## src/rtl/ctrl_params.svh

```systemverilog
`ifndef CTRL_PARAMS_SVH
`define CTRL_PARAMS_SVH

//////////////////////////////
// instruction word layout
//////////////////////////////

// opcode       [15:12]
// dst / cond   [11:8]
// src0         [7:4]
// src1         [3:0]

`define CTRL_INSTR_W 16   // full instruction word

`define CTRL_OP_W 4       // opcode field

`define CTRL_COND_W 3     // branch condition, low bits of the dst field

`define CTRL_REG_W 4      // register address, 16 registers

`endif

```

## src/rtl/ctrl_pkg.sv

```systemverilog
`default_nettype none

`include "ctrl_params.svh"

package ctrl_pkg;

   // opcode field encodings
   typedef enum logic [`CTRL_OP_W-1:0] {
      ADD  = 4'h0,
      SUB  = 4'h1,
      NAND = 4'h2,
      XOR  = 4'h3,
      INC  = 4'h4,
      SRA  = 4'h5,
      SRL  = 4'h6,
      SLL  = 4'h7,
      LW   = 4'h8,
      SW   = 4'h9,
      LHB  = 4'ha,
      LLB  = 4'hb,
      B    = 4'hc,
      CALL = 4'hd,   // decodes as no-op
      RET  = 4'he,   // decodes as no-op
      CMP  = 4'hf
   } opcode_t;

   // ALU operand mux
   typedef enum logic [2:0] {
      SRC_NONE,
      SRC_REG_REG,
      SRC_REG_IMM_S,    // signed immediate, INC
      SRC_REG_IMM,      // shift amount
      SRC_LOAD_ADDR,
      SRC_STORE_ADDR
   } alu_src_t;

   // write-back data source
   typedef enum logic [1:0] {DST_ALU, DST_IMM_BYTE, DST_MEM} dst_src_t;

   // branch conditions
   typedef enum logic [`CTRL_COND_W-1:0] {
      EQ   = 3'd0,
      LT   = 3'd1,
      GT   = 3'd2,
      OV   = 3'd3,
      NE   = 3'd4,
      GE   = 3'd5,
      LE   = 3'd6,
      TRUE = 3'd7
   } cond_t;

   // kind of result an instruction writes back
   typedef enum logic [1:0] {CLASS_NONE, CLASS_ALU, CLASS_IMM, CLASS_LOAD} op_class_t;

   // operand forward source per read port
   typedef enum logic [3:0] {
      FWD_NONE,
      FWD_EX_ALU, FWD_MEM_ALU, FWD_WB_ALU,
      FWD_EX_IMM, FWD_MEM_IMM, FWD_WB_IMM,
      FWD_MEM_LOAD, FWD_WB_LOAD
   } fwd_sel_t;

endpackage

`default_nettype wire

```

## src/rtl/instr_decoder.sv

```systemverilog
`default_nettype none

`include "ctrl_params.svh"

module instr_decoder (
   input  wire logic [`CTRL_INSTR_W-1:0] instr,
   output logic                       reg_we,
   output logic                       rd0_en,
   output logic                       rd1_en,
   output logic [`CTRL_REG_W-1:0]     rd0_addr,
   output logic [`CTRL_REG_W-1:0]     rd1_addr,
   output logic [`CTRL_REG_W-1:0]     dst_addr,
   output ctrl_pkg::alu_src_t         alu_src,
   output ctrl_pkg::dst_src_t         dst_src,
   output logic                       imm_high,
   output logic                       dm_we,
   output logic                       dm_re,
   output logic                       flag_en,
   output logic                       is_branch,
   output ctrl_pkg::op_class_t        op_class,
   output ctrl_pkg::cond_t            cond
);

   localparam int OP_LSB   = `CTRL_INSTR_W - `CTRL_OP_W;   // 12
   localparam int DST_LSB  = 2 * `CTRL_REG_W;              // 8
   localparam int SRC0_LSB = `CTRL_REG_W;                  // 4

   ctrl_pkg::opcode_t        op;
   logic [`CTRL_REG_W-1:0]   dst_field;
   logic [`CTRL_REG_W-1:0]   src0;
   logic [`CTRL_REG_W-1:0]   src1;

   //////////////////////////////
   // field extraction
   //////////////////////////////

   assign op        = ctrl_pkg::opcode_t'(instr[OP_LSB +: `CTRL_OP_W]);
   assign dst_field = instr[DST_LSB +: `CTRL_REG_W];
   assign src0      = instr[SRC0_LSB +: `CTRL_REG_W];
   assign src1      = instr[`CTRL_REG_W-1:0];

   assign dst_addr = dst_field;
   assign cond     = ctrl_pkg::cond_t'(instr[DST_LSB +: `CTRL_COND_W]);   // bits 10:8

   //////////////////////////////
   // opcode decode
   //////////////////////////////

   always_comb begin
      reg_we    = 1'b0;
      rd0_en    = 1'b0;
      rd1_en    = 1'b0;
      rd0_addr  = src0;
      rd1_addr  = src1;
      alu_src   = ctrl_pkg::SRC_NONE;
      dst_src   = ctrl_pkg::DST_ALU;
      imm_high  = 1'b0;
      dm_we     = 1'b0;
      dm_re     = 1'b0;
      flag_en   = 1'b0;
      is_branch = 1'b0;
      op_class  = ctrl_pkg::CLASS_NONE;

      case (op)
         ctrl_pkg::ADD, ctrl_pkg::SUB, ctrl_pkg::NAND, ctrl_pkg::XOR: begin
            rd0_en   = 1'b1;
            rd1_en   = 1'b1;
            alu_src  = ctrl_pkg::SRC_REG_REG;
            reg_we   = 1'b1;
            op_class = ctrl_pkg::CLASS_ALU;
            flag_en  = 1'b1;
         end
         ctrl_pkg::CMP: begin   // flags only, no write-back
            rd0_en  = 1'b1;
            rd1_en  = 1'b1;
            alu_src = ctrl_pkg::SRC_REG_REG;
            flag_en = 1'b1;
         end
         ctrl_pkg::INC: begin
            rd1_en   = 1'b1;
            rd1_addr = dst_field;   // increments dst in place
            alu_src  = ctrl_pkg::SRC_REG_IMM_S;
            reg_we   = 1'b1;
            op_class = ctrl_pkg::CLASS_ALU;
            flag_en  = 1'b1;
         end
         ctrl_pkg::SRA, ctrl_pkg::SRL, ctrl_pkg::SLL: begin
            rd0_en   = 1'b1;
            alu_src  = ctrl_pkg::SRC_REG_IMM;
            reg_we   = 1'b1;
            op_class = ctrl_pkg::CLASS_ALU;
         end
         ctrl_pkg::LW: begin
            rd0_en   = 1'b1;   // base
            alu_src  = ctrl_pkg::SRC_LOAD_ADDR;
            reg_we   = 1'b1;
            dst_src  = ctrl_pkg::DST_MEM;
            dm_re    = 1'b1;
            op_class = ctrl_pkg::CLASS_LOAD;
         end
         ctrl_pkg::SW: begin
            rd0_en   = 1'b1;        // base
            rd1_en   = 1'b1;
            rd1_addr = dst_field;   // store data
            alu_src  = ctrl_pkg::SRC_STORE_ADDR;
            dm_we    = 1'b1;
         end
         ctrl_pkg::LHB, ctrl_pkg::LLB: begin
            // the untouched byte comes from the old dst value
            rd1_en   = 1'b1;
            rd1_addr = dst_field;
            reg_we   = 1'b1;
            dst_src  = ctrl_pkg::DST_IMM_BYTE;
            imm_high = (op == ctrl_pkg::LHB);
            op_class = ctrl_pkg::CLASS_IMM;
         end
         ctrl_pkg::B: begin
            is_branch = 1'b1;
         end
         default: ;   // CALL and RET are no-ops
      endcase
   end

endmodule

`default_nettype wire

```

## src/rtl/flag_branch_unit.sv

```systemverilog
`default_nettype none

module flag_branch_unit (
   input  wire logic            clk,
   input  wire logic            rst,
   input  wire logic            n,         // EX result flags
   input  wire logic            z,
   input  wire logic            v,
   input  wire logic            flag_en,
   input  wire logic            is_branch,
   input  wire ctrl_pkg::cond_t cond,
   input  wire logic            stall,
   output logic                 n_flag,
   output logic                 z_flag,
   output logic                 v_flag,
   output logic                 branch_taken,
   output logic                 branch_wait
);

   logic flag_pending;   // instruction in ID/EX will update the flags
   logic cond_met;

   //////////////////////////////
   // flag register
   //////////////////////////////

   always_ff @(posedge clk) begin
      if (rst) begin
         flag_pending <= 1'b0;
         n_flag       <= 1'b0;
         z_flag       <= 1'b0;
         v_flag       <= 1'b0;
      end else begin
         // a stall puts a bubble into ID/EX, which never sets flags
         flag_pending <= flag_en & ~stall;
         if (flag_pending) begin
            n_flag <= n;
            z_flag <= z;
            v_flag <= v;
         end
      end
   end

   // flags are one cycle from valid while a setter sits in EX
   assign branch_wait = is_branch & flag_pending;

   //////////////////////////////
   // branch conditions
   //////////////////////////////

   always_comb begin
      case (cond)
         ctrl_pkg::EQ: cond_met = z_flag;
         ctrl_pkg::LT: cond_met = n_flag & ~v_flag;
         ctrl_pkg::GT: cond_met = ~(n_flag | v_flag | z_flag);
         ctrl_pkg::OV: cond_met = v_flag;
         ctrl_pkg::NE: cond_met = ~z_flag;
         ctrl_pkg::GE: cond_met = z_flag | ~(n_flag | v_flag);
         ctrl_pkg::LE: cond_met = z_flag | (n_flag & ~v_flag);
         default:      cond_met = 1'b1;   // TRUE
      endcase
   end

   // unconditional branches need no flags and never wait on them
   assign branch_taken = is_branch & cond_met &
                         (~flag_pending | (cond == ctrl_pkg::TRUE));

   // the wait stalls the pipe, so the setter leaves EX next cycle
   a_wait_one_cycle: assert property (@(posedge clk) disable iff (rst)
      branch_wait |=> !branch_wait)
      else $error("branch waited more than one cycle on flags");

endmodule

`default_nettype wire

```

## src/rtl/stage_tracker.sv

```systemverilog
`default_nettype none

`include "ctrl_params.svh"

module stage_tracker (
   input  wire logic                      clk,
   input  wire logic                      rst,
   input  wire logic                      stall,
   input  wire ctrl_pkg::op_class_t       op_class,
   input  wire logic [`CTRL_REG_W-1:0]    dst_addr,
   output ctrl_pkg::op_class_t            ex_class,
   output ctrl_pkg::op_class_t            mem_class,
   output ctrl_pkg::op_class_t            wb_class,
   output logic [`CTRL_REG_W-1:0]         ex_dst,
   output logic [`CTRL_REG_W-1:0]         mem_dst,
   output logic [`CTRL_REG_W-1:0]         wb_dst
);

   //////////////////////////////
   // result class chain
   //////////////////////////////

   always_ff @(posedge clk) begin
      if (rst) begin
         ex_class  <= ctrl_pkg::CLASS_NONE;
         mem_class <= ctrl_pkg::CLASS_NONE;
         wb_class  <= ctrl_pkg::CLASS_NONE;
      end else begin
         ex_class  <= stall ? ctrl_pkg::CLASS_NONE : op_class;   // bubble on stall
         mem_class <= ex_class;
         wb_class  <= mem_class;
      end
   end

   // destination chain, only meaningful where the class is not none
   always_ff @(posedge clk) begin
      ex_dst  <= dst_addr;
      mem_dst <= ex_dst;
      wb_dst  <= mem_dst;
   end

endmodule

`default_nettype wire

```

## src/rtl/forward_select.sv

```systemverilog
`default_nettype none

`include "ctrl_params.svh"

module forward_select (
   input  wire logic                      clk,
   input  wire logic                      rst,
   input  wire logic                      rd0_en,
   input  wire logic                      rd1_en,
   input  wire logic [`CTRL_REG_W-1:0]    rd0_addr,
   input  wire logic [`CTRL_REG_W-1:0]    rd1_addr,
   input  wire ctrl_pkg::op_class_t       ex_class,
   input  wire ctrl_pkg::op_class_t       mem_class,
   input  wire ctrl_pkg::op_class_t       wb_class,
   input  wire logic [`CTRL_REG_W-1:0]    ex_dst,
   input  wire logic [`CTRL_REG_W-1:0]    mem_dst,
   input  wire logic [`CTRL_REG_W-1:0]    wb_dst,
   input  wire logic                      branch_wait,
   output logic                           stall,
   output ctrl_pkg::fwd_sel_t             fwd_p0_sel,
   output ctrl_pkg::fwd_sel_t             fwd_p1_sel
);

   ctrl_pkg::fwd_sel_t p0_sel;
   ctrl_pkg::fwd_sel_t p1_sel;
   logic               p0_load_use;
   logic               p1_load_use;

   //////////////////////////////
   // hazard compare
   //////////////////////////////

   // nearest stage wins, ID/EX first
   function automatic ctrl_pkg::fwd_sel_t lookup(input logic en,
                                                 input logic [`CTRL_REG_W-1:0] addr);
      ctrl_pkg::fwd_sel_t sel;
      sel = ctrl_pkg::FWD_NONE;
      if (!en) begin
         sel = ctrl_pkg::FWD_NONE;
      end else if (ex_class != ctrl_pkg::CLASS_NONE && ex_dst == addr) begin
         if (ex_class == ctrl_pkg::CLASS_ALU)
            sel = ctrl_pkg::FWD_EX_ALU;
         else if (ex_class == ctrl_pkg::CLASS_IMM)
            sel = ctrl_pkg::FWD_EX_IMM;   // load here is a stall, not a forward
      end else if (mem_class != ctrl_pkg::CLASS_NONE && mem_dst == addr) begin
         case (mem_class)
            ctrl_pkg::CLASS_ALU: sel = ctrl_pkg::FWD_MEM_ALU;
            ctrl_pkg::CLASS_IMM: sel = ctrl_pkg::FWD_MEM_IMM;
            default:             sel = ctrl_pkg::FWD_MEM_LOAD;
         endcase
      end else if (wb_class != ctrl_pkg::CLASS_NONE && wb_dst == addr) begin
         case (wb_class)
            ctrl_pkg::CLASS_ALU: sel = ctrl_pkg::FWD_WB_ALU;
            ctrl_pkg::CLASS_IMM: sel = ctrl_pkg::FWD_WB_IMM;
            default:             sel = ctrl_pkg::FWD_WB_LOAD;
         endcase
      end
      return sel;
   endfunction

   always_comb begin
      p0_sel = lookup(rd0_en, rd0_addr);
      p1_sel = lookup(rd1_en, rd1_addr);
   end

   // load data is not ready until the load leaves EX/MEM
   assign p0_load_use = rd0_en && ex_class == ctrl_pkg::CLASS_LOAD && ex_dst == rd0_addr;
   assign p1_load_use = rd1_en && ex_class == ctrl_pkg::CLASS_LOAD && ex_dst == rd1_addr;

   assign stall = p0_load_use | p1_load_use | branch_wait;

   //////////////////////////////
   // registered selects
   //////////////////////////////

   always_ff @(posedge clk) begin
      if (rst || stall) begin
         fwd_p0_sel <= ctrl_pkg::FWD_NONE;   // bubble carries no forwards
         fwd_p1_sel <= ctrl_pkg::FWD_NONE;
      end else begin
         fwd_p0_sel <= p0_sel;
         fwd_p1_sel <= p1_sel;
      end
   end

   // a load forward always comes from a load that has left ID/EX
   property p_load_in_wb(sel);
      @(posedge clk) disable iff (rst)
         sel == ctrl_pkg::FWD_MEM_LOAD |-> wb_class == ctrl_pkg::CLASS_LOAD;
   endproperty

   a_p0_no_ex_load: assert property (p_load_in_wb(fwd_p0_sel))
      else $error("port 0 forwards a load from ID/EX");
   a_p1_no_ex_load: assert property (p_load_in_wb(fwd_p1_sel))
      else $error("port 1 forwards a load from ID/EX");

endmodule

`default_nettype wire

```

## src/rtl/pipeline_control.sv

```systemverilog
`default_nettype none

`include "ctrl_params.svh"

module pipeline_control (
   input  wire logic                      clk,
   input  wire logic                      rst,
   input  wire logic [`CTRL_INSTR_W-1:0]  instr,      // IF/ID register
   input  wire logic                      n,
   input  wire logic                      z,
   input  wire logic                      v,
   output logic                           reg_we,
   output logic                           rd0_en,
   output logic                           rd1_en,
   output logic [`CTRL_REG_W-1:0]         rd0_addr,
   output logic [`CTRL_REG_W-1:0]         rd1_addr,
   output logic [`CTRL_REG_W-1:0]         dst_addr,
   output ctrl_pkg::alu_src_t             alu_src,
   output ctrl_pkg::dst_src_t             dst_src,
   output logic                           imm_high,
   output logic                           dm_we,
   output logic                           dm_re,
   output logic                           n_flag,
   output logic                           z_flag,
   output logic                           v_flag,
   output logic                           branch_taken,
   output logic                           stall,
   output ctrl_pkg::fwd_sel_t             fwd_p0_sel,
   output ctrl_pkg::fwd_sel_t             fwd_p1_sel
);

   ctrl_pkg::op_class_t       op_class;
   ctrl_pkg::cond_t           cond;
   logic                      flag_en;
   logic                      is_branch;
   logic                      branch_wait;
   ctrl_pkg::op_class_t       ex_class, mem_class, wb_class;
   logic [`CTRL_REG_W-1:0]    ex_dst, mem_dst, wb_dst;

   instr_decoder u_decoder (
      .instr(instr), .reg_we(reg_we), .rd0_en(rd0_en), .rd1_en(rd1_en),
      .rd0_addr(rd0_addr), .rd1_addr(rd1_addr), .dst_addr(dst_addr),
      .alu_src(alu_src), .dst_src(dst_src), .imm_high(imm_high),
      .dm_we(dm_we), .dm_re(dm_re), .flag_en(flag_en), .is_branch(is_branch),
      .op_class(op_class), .cond(cond)
   );

   flag_branch_unit u_flags (
      .clk(clk), .rst(rst), .n(n), .z(z), .v(v),
      .flag_en(flag_en), .is_branch(is_branch), .cond(cond), .stall(stall),
      .n_flag(n_flag), .z_flag(z_flag), .v_flag(v_flag),
      .branch_taken(branch_taken), .branch_wait(branch_wait)
   );

   stage_tracker u_tracker (
      .clk(clk), .rst(rst), .stall(stall), .op_class(op_class), .dst_addr(dst_addr),
      .ex_class(ex_class), .mem_class(mem_class), .wb_class(wb_class),
      .ex_dst(ex_dst), .mem_dst(mem_dst), .wb_dst(wb_dst)
   );

   forward_select u_forward (
      .clk(clk), .rst(rst), .rd0_en(rd0_en), .rd1_en(rd1_en),
      .rd0_addr(rd0_addr), .rd1_addr(rd1_addr),
      .ex_class(ex_class), .mem_class(mem_class), .wb_class(wb_class),
      .ex_dst(ex_dst), .mem_dst(mem_dst), .wb_dst(wb_dst),
      .branch_wait(branch_wait), .stall(stall),
      .fwd_p0_sel(fwd_p0_sel), .fwd_p1_sel(fwd_p1_sel)
   );

endmodule

`default_nettype wire

```

## config.mk

```make
export PLATFORM = sky130hd
export DESIGN_NAME = pipeline_control
export DESIGN_NICKNAME = d
export VERILOG_FILES = /design/src/rtl/ctrl_pkg.sv /design/src/rtl/instr_decoder.sv /design/src/rtl/flag_branch_unit.sv /design/src/rtl/stage_tracker.sv /design/src/rtl/forward_select.sv /design/src/rtl/pipeline_control.sv
export VERILOG_INCLUDE_DIRS = /design/src /design/src/rtl
export SDC_FILE = /design/constraint.sdc
export NUM_CORES = 1
export LEC_CHECK = 0
export BUFFER_PORTS_ARGS = -buffer_cell sky130_fd_sc_hd__buf_4
export CAP_MARGIN = 20
export CORE_MARGIN = 3
export CORE_UTILIZATION = 53
export DETAILED_ROUTE_END_ITERATION = 7
export PLACE_DENSITY = 0.8
export SLEW_MARGIN = 0
export SYNTH_ARGS = -nofsm -noshare
export SYNTH_HDL_FRONTEND = slang
export SYNTH_SLANG_ARGS = --single-unit
```

## constraint.sdc

```tcl
create_clock -name clk -period 2.7 [get_ports clk]
set_clock_uncertainty 0.15 [all_clocks]
set_input_delay 0.27 -clock clk [delete_from_list [all_inputs] [get_ports clk]]
set_output_delay 0.27 -clock clk [all_outputs]
set_load 0.05 [all_outputs]
```

==> flow_metrics.tcl, run 1 <==
set metrics [dict create \
    synthArstFlopShare_pct 0 \
    met2_length_um 2910 \
    viasPerCell 5.95 \
    synth_top_area_cell "dfxtp_1" \
    cp-end-kind "flip-flop" \
    cp.required_ns 2.72 \
    holdPathStages 1 \
    reg2reg_slack_ns 0.50 \
    drc 0 \
    hold_ws_ns 0.00348 \
    hold_viol 0 \
    die_h_um 70.2 \
    synth_area_um2 2190 \
    placed_cells 371 \
    cts-root-buf "clkbuf_8" \
    clockBufferDepth 2 \
    tns_ns 0 \
    ant_nets 0 \
    reg2reg_depth 7 \
    fin_util_pct 72.4 \
    clk_pin_slew_worst_paths_ns 0.06 \
    synth_top_area_share_pct 27.5 \
    worstHoldPathType "in2reg" \
    yosys_register_bits 30 \
    start_util_pct 57.2 \
    wirelength_um 6120 \
    power.switching_mw 0.421 \
    power.total_mw 1.32 \
    p_per_area_nw_per_um2 477 \
    place_area_um2 2650 \
    r2r-start "u_tracker.ex_dst[0]" \
    h-tree-depth 2 \
    top_layer_used "met4" \
    ios 57 \
    tritoncts.num_buffers 5 \
    timing.fmax_mhz 401 \
    fin_area_um2 2770 \
    antenna_found_initial 0 \
    grt_start_max_net_pins 18 \
    wl_met1_um 2620 \
    hold_start "instr[9]" \
    max_cap_viol_count 0 \
    wl_met3_um 508 \
    syn_to_final_growth_pct 26.7 \
    outcome "finished clean" \
    yosysMostFrequentCell "dfxtp_1" \
    synth_nets 300 \
    worstSetupPathType "in2reg" \
    synthTopCellsByCount "30 x dfxtp_1, 25 x nor2_1, 20 x inv_1" \
    synth_area_per_cell_um2 7.92 \
    synth_enable_flop_cells 0 \
    synth_area_leaders "dfxtp_1 27%, nor2_1 4.3%, xnor2_1 3.6%, inv_1 3.4%, o21ai_0 3.4%" \
    dr_total_vias 2250 \
    cts_tree "done" \
    postCtsSetupRepairBufs 0 \
    power.leakage_nw 1.17 \
    routedWlPerCell_um 16.2 \
    synthCells 276 \
    hold_buffers 0 \
    period_minus_slack_ns 2.50 \
    pwr-share-clk_pct 34.2 \
    grt_pass1_wl_um 10000 \
    synth_cell_types 61 \
    worst_pin_slew_ns 0.578 \
    worstHoldEndpoint "u_tracker.ex_dst[1]" \
    slew_violations 0 \
    first_global_vias 2087 \
    grt_overflow_total 0 \
    rows 22 \
    internal-power_mw 0.902 \
    yosysWarnings 0 \
    cp_max_fo 15 \
    die_w_um 70.2 \
    cts.sinks 30 \
    pre_cts_ws_ns 0.0337 \
    worstSkewPairLatency_ns 0.28 \
    combinationalPowerShare_pct 29.2 \
    finalNonFillerCells 378 \
    fin_ws_ns 0.203 \
    track_usage_pct 25.2 \
    r2r_end "u_forward.fwd_p1_sel[0]" \
    n_fill_cell 316 \
    dpl.hpwl_um 4620 \
    num_antenna_cells 0 \
    detail_route.iter0.violations 168 \
    place_congestion 0.953 \
    drive_gt1_share_pct 27.9 \
    nets 354 \
    core_um2 3830 \
    rsz0062_at_grt "false" \
    period_share_pct 92.5 \
    finalSetupViolCount 0 \
    peakVddDrop_mv 0.279 \
    slew-limit-headroom_pct 61.1 \
    drt-pass1-iter-count 4 \
    dieArea_um2 4930 \
    worstPathArrival_ns 2.52 \
    seqPwrFrac_pct 36.6 \
    p_sw_share_pct 31.8 \
    start_kind "input port" \
    ys_seq_area_share_pct 27.5 \
    portBuffers 56 \
    synth_flop_cell "dfxtp_1" \
]
## layer usage
| metal | GRT usage [%] | vias to the layer above |
|---|---|---|
| li1 | - | 1105 |
| met1 | 34.4 | 1037 |
| met2 | 39.0 | 100 |
| met3 | 5.04 | 8 |
| met4 | 9.15 | 0 |
| met5 | 0 | - |
## power groups by stage
stage	clock network (mW)	registers [mW]	logic [mW]
3_3_place_gp	0	0.492	0.376
2_1_floorplan	0	0.494	0.260
6_report	0.452	0.484	0.386
4_1_cts	0.457	0.483	0.383
3_5_place_dp	0	0.494	0.380
5_1_grt	0.482	0.487	0.415
## worst max path at each step
stage              start                      end
2_1_floorplan  instr[12]  u_forward.fwd_p1_sel[2]
3_3_place_gp   instr[13]  u_forward.fwd_p1_sel[0]
3_5_place_dp   instr[13]  u_forward.fwd_p1_sel[3]
4_1_cts        instr[13]                    stall
5_1_grt        instr[13]  u_forward.fwd_p1_sel[3]
6_report       instr[13]  u_forward.fwd_p1_sel[3]
## area by class of cell
type	instances	area [um^2]	area share [%]
inverters	20	75.1	2.71
flip-flops and latches	30	601	21.7
repair buffers	73	548	19.8
clock inverters	1	30.0	1.08
multi-input cells	200	1380	49.6
well taps	48	60.1	2.17
clock buffers	6	82.6	2.98
## logic make-up (layout without fill, tap and decap cells)
logic type | after synthesis | count (layout) | synth area share [%]
buffers and inverters | 46 | 100 | 10.4
AOI/OAI and AO/OA | 73 | 73 | 24.9
xor gates and xnor gates | 16 | 16 | 6.75
adders and majority gates | 3 | 3 | 1.72
and+or+nand+nor | 100 | 100 | 25.1
DFF | 30 | 30 | 27.5
muxes | 8 | 8 | 3.72
## sequential cells by signal (all words and copies together), names as in the netlist, 2 cells and up
register and cells:
u_tracker.wb_dst 4, u_tracker.mem_class 2, u_forward.fwd_p1_sel 4, u_tracker.mem_dst 4
u_tracker.wb_class 2, u_tracker.ex_dst 4, u_forward.fwd_p0_sel 4, u_tracker.ex_class 2
## worst max-delay path, cell delays in order
cell and delay, ns:
buf_4 0.16, or3b_1 0.45, o22ai_4 0.21, buf_4 0.19, mux2_2 0.35, a21oi_1 0.18, and4b_1 0.34, nand3b_1 0.13
nor4_1 0.23
## placed cells by master, fill, tap and decap left out, drive strengths merged, types with 4 or more instances in the layout
master   n
a221oi   4
a21oi   11
nor2    26
inv     20
buf     73
nand3    8
xnor2    9
nor3    12
nor4    10
xor2     7
nor2b    7
o21ai   15
dfxtp   30
nand2b   9
clkbuf   6
nand2    9
mux2i    7
o22ai    4
a211o    4
## timing repair
action,4_1_cts,5_1_grt
endpoints found under the setup margin,0,2
endpoints found under the hold margin,0,0
gates resized for setup,0,1
No activity file was read; power rests on OpenSTA's default activity.
==> run 2, diff against run 1 <==
--- a/config.mk
+++ b/config.mk
@@ -9,10 +9,11 @@
 export BUFFER_PORTS_ARGS = -buffer_cell sky130_fd_sc_hd__buf_4
 export CAP_MARGIN = 20
 export CORE_MARGIN = 3
-export CORE_UTILIZATION = 53
+export CORE_UTILIZATION = 52
 export DETAILED_ROUTE_END_ITERATION = 7
 export PLACE_DENSITY = 0.8
 export SLEW_MARGIN = 0
 export SYNTH_ARGS = -nofsm -noshare
 export SYNTH_HDL_FRONTEND = slang
+export SYNTH_HIERARCHICAL = 1
 export SYNTH_SLANG_ARGS = --single-unit
==> run 2 against run 1 <==
Effect of this change: sequential share of layout area rose by 1.8 points; setup slack got worse by 0.049 ns; critical path depth rose by 1; final cell count fell by 17%; cell area fell by 7.8%; fmax fell by 1.9%; sequential power fell by 1%; clock power fell by 20%; critical endpoint is now stall; largest cell class unchanged; highest routed layer unchanged.
==> flow_metrics.tcl, run 2 <==
set metrics [dict create \
    fin_ws_ns 0.154 \
    clockBufferDepth 2 \
    fin_util_pct 73.7 \
    period_minus_slack_ns 2.55 \
    cts_resized 0 \
    start_util_pct 55.7 \
    viasPerCell 5.57 \
    tritoncts.num_buffers 5 \
    drc 0 \
    power.leakage_nw 1.04 \
    path_cells "buf_4 -> nor2_4 -> buf_4 -> nor3_4 -> a221oi_4 -> xor2_2 -> nor4_4 -> a22oi_2 -> o21bai_4 -> buf_4" \
    worstSkewPairLatency_ns 0.27 \
    worst_pin_slew_ns 0.454 \
    yosysWarnings 6 \
    n_fill_cell 285 \
    die_h_um 67.0 \
    rows 21 \
    peakVddDrop_mv 0.286 \
    cts.sinks 30 \
    outcome "finished clean" \
    seqPwrFrac_pct 38.6 \
    worstHoldPathType "in2reg" \
    slew-limit-headroom_pct 69.6 \
    final_cell_mix "68 x buf_4, 30 x dfxtp_1, 12 x nand2_1, 12 x a21oi_1, 12 x xor2_1" \
    drt-pass1-iter-count 4 \
    yosysMostFrequentCell "dfxtp_1" \
    finalSetupViolCount 0 \
    yosys_register_bits 30 \
    r2r-start "u_tracker/mem_class[0]" \
    synth_area_leaders "dfxtp_1 31%, xor2_1 6.3%, buf_4 4.7%, xnor2_1 3.6%, a21oi_1 3.1%" \
    dr_total_vias 1753 \
    worstPathArrival_ns 2.13 \
    fin_area_um2 2560 \
    power.total_mw 1.24 \
    worstSetupPathType "in2out" \
    first_global_vias 1592 \
    synth_area_um2 1930 \
    routedWlPerCell_um 14.9 \
    nets 292 \
    cp.required_ns 2.28 \
    clk_pin_slew_worst_paths_ns 0.06 \
    synth_top_area_cell "dfxtp_1" \
    core_um2 3470 \
    place_congestion 0.842 \
    critPathMostFrequentCell "buf_4" \
    cp_max_fo 14 \
    grt_start_max_net_pins 23 \
    internal-power_mw 0.819 \
    dieArea_um2 4480 \
    hold_viol 0 \
    crit_path_start "instr[12]" \
    grt_pass1_wl_um 7260 \
    start_kind "input port" \
    timing.fmax_mhz 393 \
    synthCells 210 \
    period_share_pct 94.3 \
    h-tree-depth 2 \
    cts-root-buf "clkbuf_8" \
    pre_cts_ws_ns 0.0877 \
    hold_start "instr[8]" \
    cp-end-kind "output port" \
    synth_flop_cell "dfxtp_1" \
    antenna_found_initial 0 \
    synthTopCellsByCount "30 x dfxtp_1, 14 x xor2_1, 12 x a21oi_1, 12 x buf_4, 12 x nand2_1" \
    synth_top_area_share_pct 31.1 \
    p_per_area_nw_per_um2 484 \
    p_sw_share_pct 33.9 \
    critPathMaxStageDelay_ns 0.34 \
    detail_route.iter0.violations 102 \
    die_w_um 67.0 \
    num_antenna_cells 0 \
    combinationalPowerShare_pct 32.1 \
    multi_input_area_um2 1260 \
    max_cap_viol_count 0 \
    tns_ns 0 \
    ys_seq_area_share_pct 31.1 \
    portBuffers 56 \
    cts_tree "done" \
    cpMaxStageDelayCell "nor4_4" \
    slew_violations 0 \
    regArea_um2 601 \
    ant_nets 0 \
    ios 57 \
    drive_gt1_share_pct 37.5 \
    rsz0062_at_grt "false" \
    synth_area_per_cell_um2 9.21 \
    pwr-share-clk_pct 29.2 \
    place_area_um2 2440 \
    track_usage_pct 21.4 \
    synth_cell_types 51 \
    synthArstFlopShare_pct 0 \
    dpl.hpwl_um 3530 \
    final_common_cell "buf_4" \
    syn_to_final_growth_pct 32.2 \
    power.switching_mw 0.420 \
    synth_enable_flop_cells 0 \
    synth_nets 234 \
    wirelength_um 4690 \
    grt_overflow_total 0 \
]
## run 2: cell types whose count changed after synthesis, moves of 5 or more
cell / delta
clkbuf_1: -10
inv_1: -13
mux2i_1: -5
nor2_1: -17
nor4_1: -10
o21ai_0: -11
xor2_1: +8
## run 2: timing repair
action,4_1_cts,5_1_grt
setup buffers,0,2
endpoints found under the setup margin,0,1
endpoints found under the hold margin,1,0
hold buffers,1,0
## run 2: cell type report
type	instances	area share [%]
multi-input combinational	155	49.3
clock buffer	7	3.38
timing repair buffer	69	20.4
sequential	30	23.5
inverter	7	1.03
clock inverter	1	0.196
tap	46	2.25
## run 2: power by group through the flow
stage	sequential (mW)	clock, mW	combinational, mW
after detailed placement	0.488	0	0.390
after floorplan	0.494	0	0.282
after global placement	0.487	0	0.385
after CTS	0.478	0.368	0.393
after global routing	0.481	0.391	0.422
final	0.478	0.362	0.398
## run 2: path summary, 6_finish.rpt
| kind | end | cells after the start | slack [ns] |
|---|---|---|---|
| worst max-delay path | stall | 10 | 0.15 |
| worst min-delay path | u_tracker/ex_dst[0] | 1 | 0.04 |
| worst max register to register | u_forward/fwd_p0_sel[0] | 5 | 0.87 |
| worst min register to register | u_tracker/wb_dst[1] | 0 | 0.23 |
## run 2: per-layer routing
layer / wire (um) / up-vias / GRT usage [%]
met5: 0 / - / 0
met4: 66 / 0 / 7.09
met3: 290 / 8 / 5.06
met2: 2300 / 72 / 36.1
met1: 2040 / 812 / 26.5
li1: - / 861 / -
## run 2: stage by stage
step / hold WS (ns) / std cells
6_report: 0.0402 / 315
3_3_place_gp: 0.226 / 304
3_5_place_dp: 0.231 / 304
5_1_grt: 0.0312 / 315
2_1_floorplan: 0.189 / 210
4_1_cts: 0.0308 / 313
## run 2: cell families after synthesis
family / after synthesis / share of synthesized area, %
AOI/OAI and AO/OA: 53 / 23.6
xor gates and xnor gates: 22 / 9.97
adders and majority gates: 3 / 1.94
buffers and inverters: 25 / 8.93
DFF: 30 / 31.1
muxes: 2 / 1.04
and+or+nand+nor: 75 / 23.5
## run 2: worst max-delay path: cells and delay by family
kind / cells / cell delay, ns
and+or+nand+nor: 3 / 0.58
AOI/OAI and AO/OA: 3 / 0.57
buffers and inverters: 3 / 0.56
xor gates and xnor gates: 1 / 0.13
==> run 3, diff against run 2 <==
--- a/config.mk
+++ b/config.mk
@@ -9,9 +9,9 @@
 export BUFFER_PORTS_ARGS = -buffer_cell sky130_fd_sc_hd__buf_4
 export CAP_MARGIN = 20
 export CORE_MARGIN = 3
-export CORE_UTILIZATION = 52
+export CORE_UTILIZATION = 56
 export DETAILED_ROUTE_END_ITERATION = 7
-export PLACE_DENSITY = 0.8
+export PLACE_DENSITY = 0.86
 export SLEW_MARGIN = 0
 export SYNTH_ARGS = -nofsm -noshare
 export SYNTH_HDL_FRONTEND = slang
==> constraint.sdc (replaced) <==
create_clock -name clk -period 3.1 [get_ports clk]
set_clock_uncertainty 0.15 [all_clocks]
set_input_delay 0.31 -clock clk [delete_from_list [all_inputs] [get_ports clk]]
set_output_delay 0.31 -clock clk [all_outputs]
set_load 0.05 [all_outputs]
==> run 3 against run 2 <==
Effect of this change: sequential share of layout area grew 1.0 points; clock-buffer cell count is the same; clock power shrank 34%; power shrank 20%; worst hold slack lost 0.015 ns; cell area shrank 4.2%; critical path type unchanged; critical endpoint unchanged.
==> flow_metrics.tcl, run 3 (same netlist as run 2, synthesis figures left out) <==
set metrics [dict create \
    drive_gt1_share_pct 33.8 \
    postCtsSetupRepairBufs 0 \
    seqPwrFrac_pct 42.2 \
    antenna_found_initial 0 \
    peakVddDrop_mv 0.274 \
    power.total_mw 0.985 \
    period_share_pct 95.1 \
    start_util_pct 60.8 \
    critPathMostFrequentCell "buf_4" \
    period_minus_slack_ns 2.95 \
    hold_viol 0 \
    drt-pass1-iter-count 4 \
    grt_pass1_wl_um 7300 \
    path_cells "dlygate4sd3_1 -> buf_4 -> o31ai_2 -> a221oi_4 -> xor2_1 -> nor4_4 -> a22oi_1 -> o21bai_4 -> buf_4" \
    track_usage_pct 22.2 \
    cts.sinks 30 \
    clk_pin_slew_worst_paths_ns 0.09 \
    p_sw_share_pct 35.9 \
    num_antenna_cells 0 \
    max_cap_viol_count 0 \
    p_per_area_nw_per_um2 402 \
    syn_to_final_growth_pct 26.7 \
    top_layer_used "met4" \
    worstHoldPathType "in2reg" \
    cp.required_ns 2.64 \
    dr_total_vias 1693 \
    slew_violations 0 \
    h-tree-depth 2 \
    tritoncts.num_buffers 5 \
    worstSetupPathType "in2out" \
    first_global_vias 1615 \
    wl_met1_um 2060 \
    finalNonFillerCells 307 \
    outcome "finished clean" \
    cts-root-buf "clkbuf_4" \
    wl_met3_um 231 \
    path_buf_inv 3 \
    nets 286 \
    critPathMaxStageDelay_ns 0.54 \
    ant_nets 0 \
    power.switching_mw 0.353 \
    cts_tree "done" \
    tns_ns 0 \
    worstPathArrival_ns 2.49 \
    final_common_cell "buf_4" \
    cp-end-kind "output port" \
    grt_overflow_total 0 \
    power.leakage_nw 0.994 \
    timing.fmax_mhz 339 \
    cpMaxStageDelayCell "dlygate4sd3_1" \
    viasPerCell 5.51 \
    drc 0 \
    die_w_um 64.8 \
    dieArea_um2 4190 \
    rsz0062_at_grt "false" \
    rows 20 \
    ios 57 \
    portBuffers 56 \
    detail_route.iter0.violations 114 \
    internal-power_mw 0.631 \
    slew-limit-headroom_pct 66.3 \
    die_h_um 64.8 \
    crit_family "buffers and inverters" \
    pwr-share-clk_pct 24.2 \
    placed_cells 296 \
    worstSkewPairLatency_ns 0.33 \
    combinationalPowerShare_pct 33.7 \
    dpl.hpwl_um 3330 \
    place_congestion 0.872 \
    finalSetupViolCount 0 \
    clockBufferDepth 2 \
    routedWlPerCell_um 14.6 \
    final_cell_mix "60 x buf_4, 30 x dfxtp_1, 14 x xor2_1, 12 x nand2_1, 12 x a21oi_1" \
    start_kind "input port" \
    grt_start_max_net_pins 23 \
    wirelength_um 4490 \
    met2_length_um 2170 \
    core_um2 3180 \
    cp_max_fo 4 \
    worst_pin_slew_ns 0.501 \
]
[run 3: cell types whose count changed in the layout (fill, tap and decap cells not counted), sizes merged]
| cell | change |
|---|---|
| buf | -8 |
| dlygate4sd3 | +2 |
[run 3: power groups by stage]
stage | sequential (mW) | clock (mW) | combinational (mW)
after CTS | 0.415 | 0.246 | 0.328
after detailed placement | 0.424 | 0 | 0.323
after global placement | 0.424 | 0 | 0.319
after global routing | 0.418 | 0.263 | 0.351
final | 0.415 | 0.238 | 0.331
after floorplan | 0.429 | 0 | 0.238
[run 3: per-stage QoR]
stage | hold slack (ns) | instance area, um^2 | worst slack [ns] | util [%]
detailed placement | 0.222 | 2350 | 0.343 | 73.9
finish | 0.0255 | 2450 | 0.150 | 77.0
CTS | 0.00495 | 2440 | 0.0292 | 76.7
global route | 0.00617 | 2450 | 0.00105 | 77.0
global placement | 0.224 | 2350 | 0.403 | 73.9
floorplan | 0.212 | 1990 | 0.0264 | -
[run 3: final cells by class]
cell class                      count  area [um^2]
Clock inverter                      1         5.00
Inverter                            7         26.3
Clock buffer                        7         55.1
Timing Repair Buffer               63          480
Sequential cell                    30          601
Fill cell                         218          729
Tap cell                           44         55.1
Multi-Input combinational cell    155         1230
[run 3: worst paths after layout]
check / from / endpoint / slack (ns) / depth (start not counted)
setup reg to reg: u_tracker/ex_dst[1] / u_forward/fwd_p1_sel[3] / 1.25 / 5
setup / recovery: instr[11] / stall / 0.15 / 9
hold / removal: instr[9] / u_tracker/ex_dst[1] / 0.03 / 1
hold reg to reg: u_tracker/mem_dst[3] / u_tracker/wb_dst[3] / 0.23 / 0
[run 3: metal layers]
metal  up-vias  GRT usage (%)
li1        852              -
met1       784           27.7
met2        53           37.4
met3         4           5.20
met4         0           7.12
met5         -              0
[run 3: worst register-to-register path, stage by stage, from the launching register on]
cell and delay [ns]:
dfxtp_1 0.35, xor2_1 0.18, nor4_4 0.53, a21oi_1 0.17
o211ai_2 0.28, nor3_1 0.09
[run 3: repair_timing]
item | in CTS | in global routing
resized for setup | 0 | 2
setup endpoints to repair | 0 | 1
hold buffers | 3 | 0
hold endpoints to repair | 3 | 0
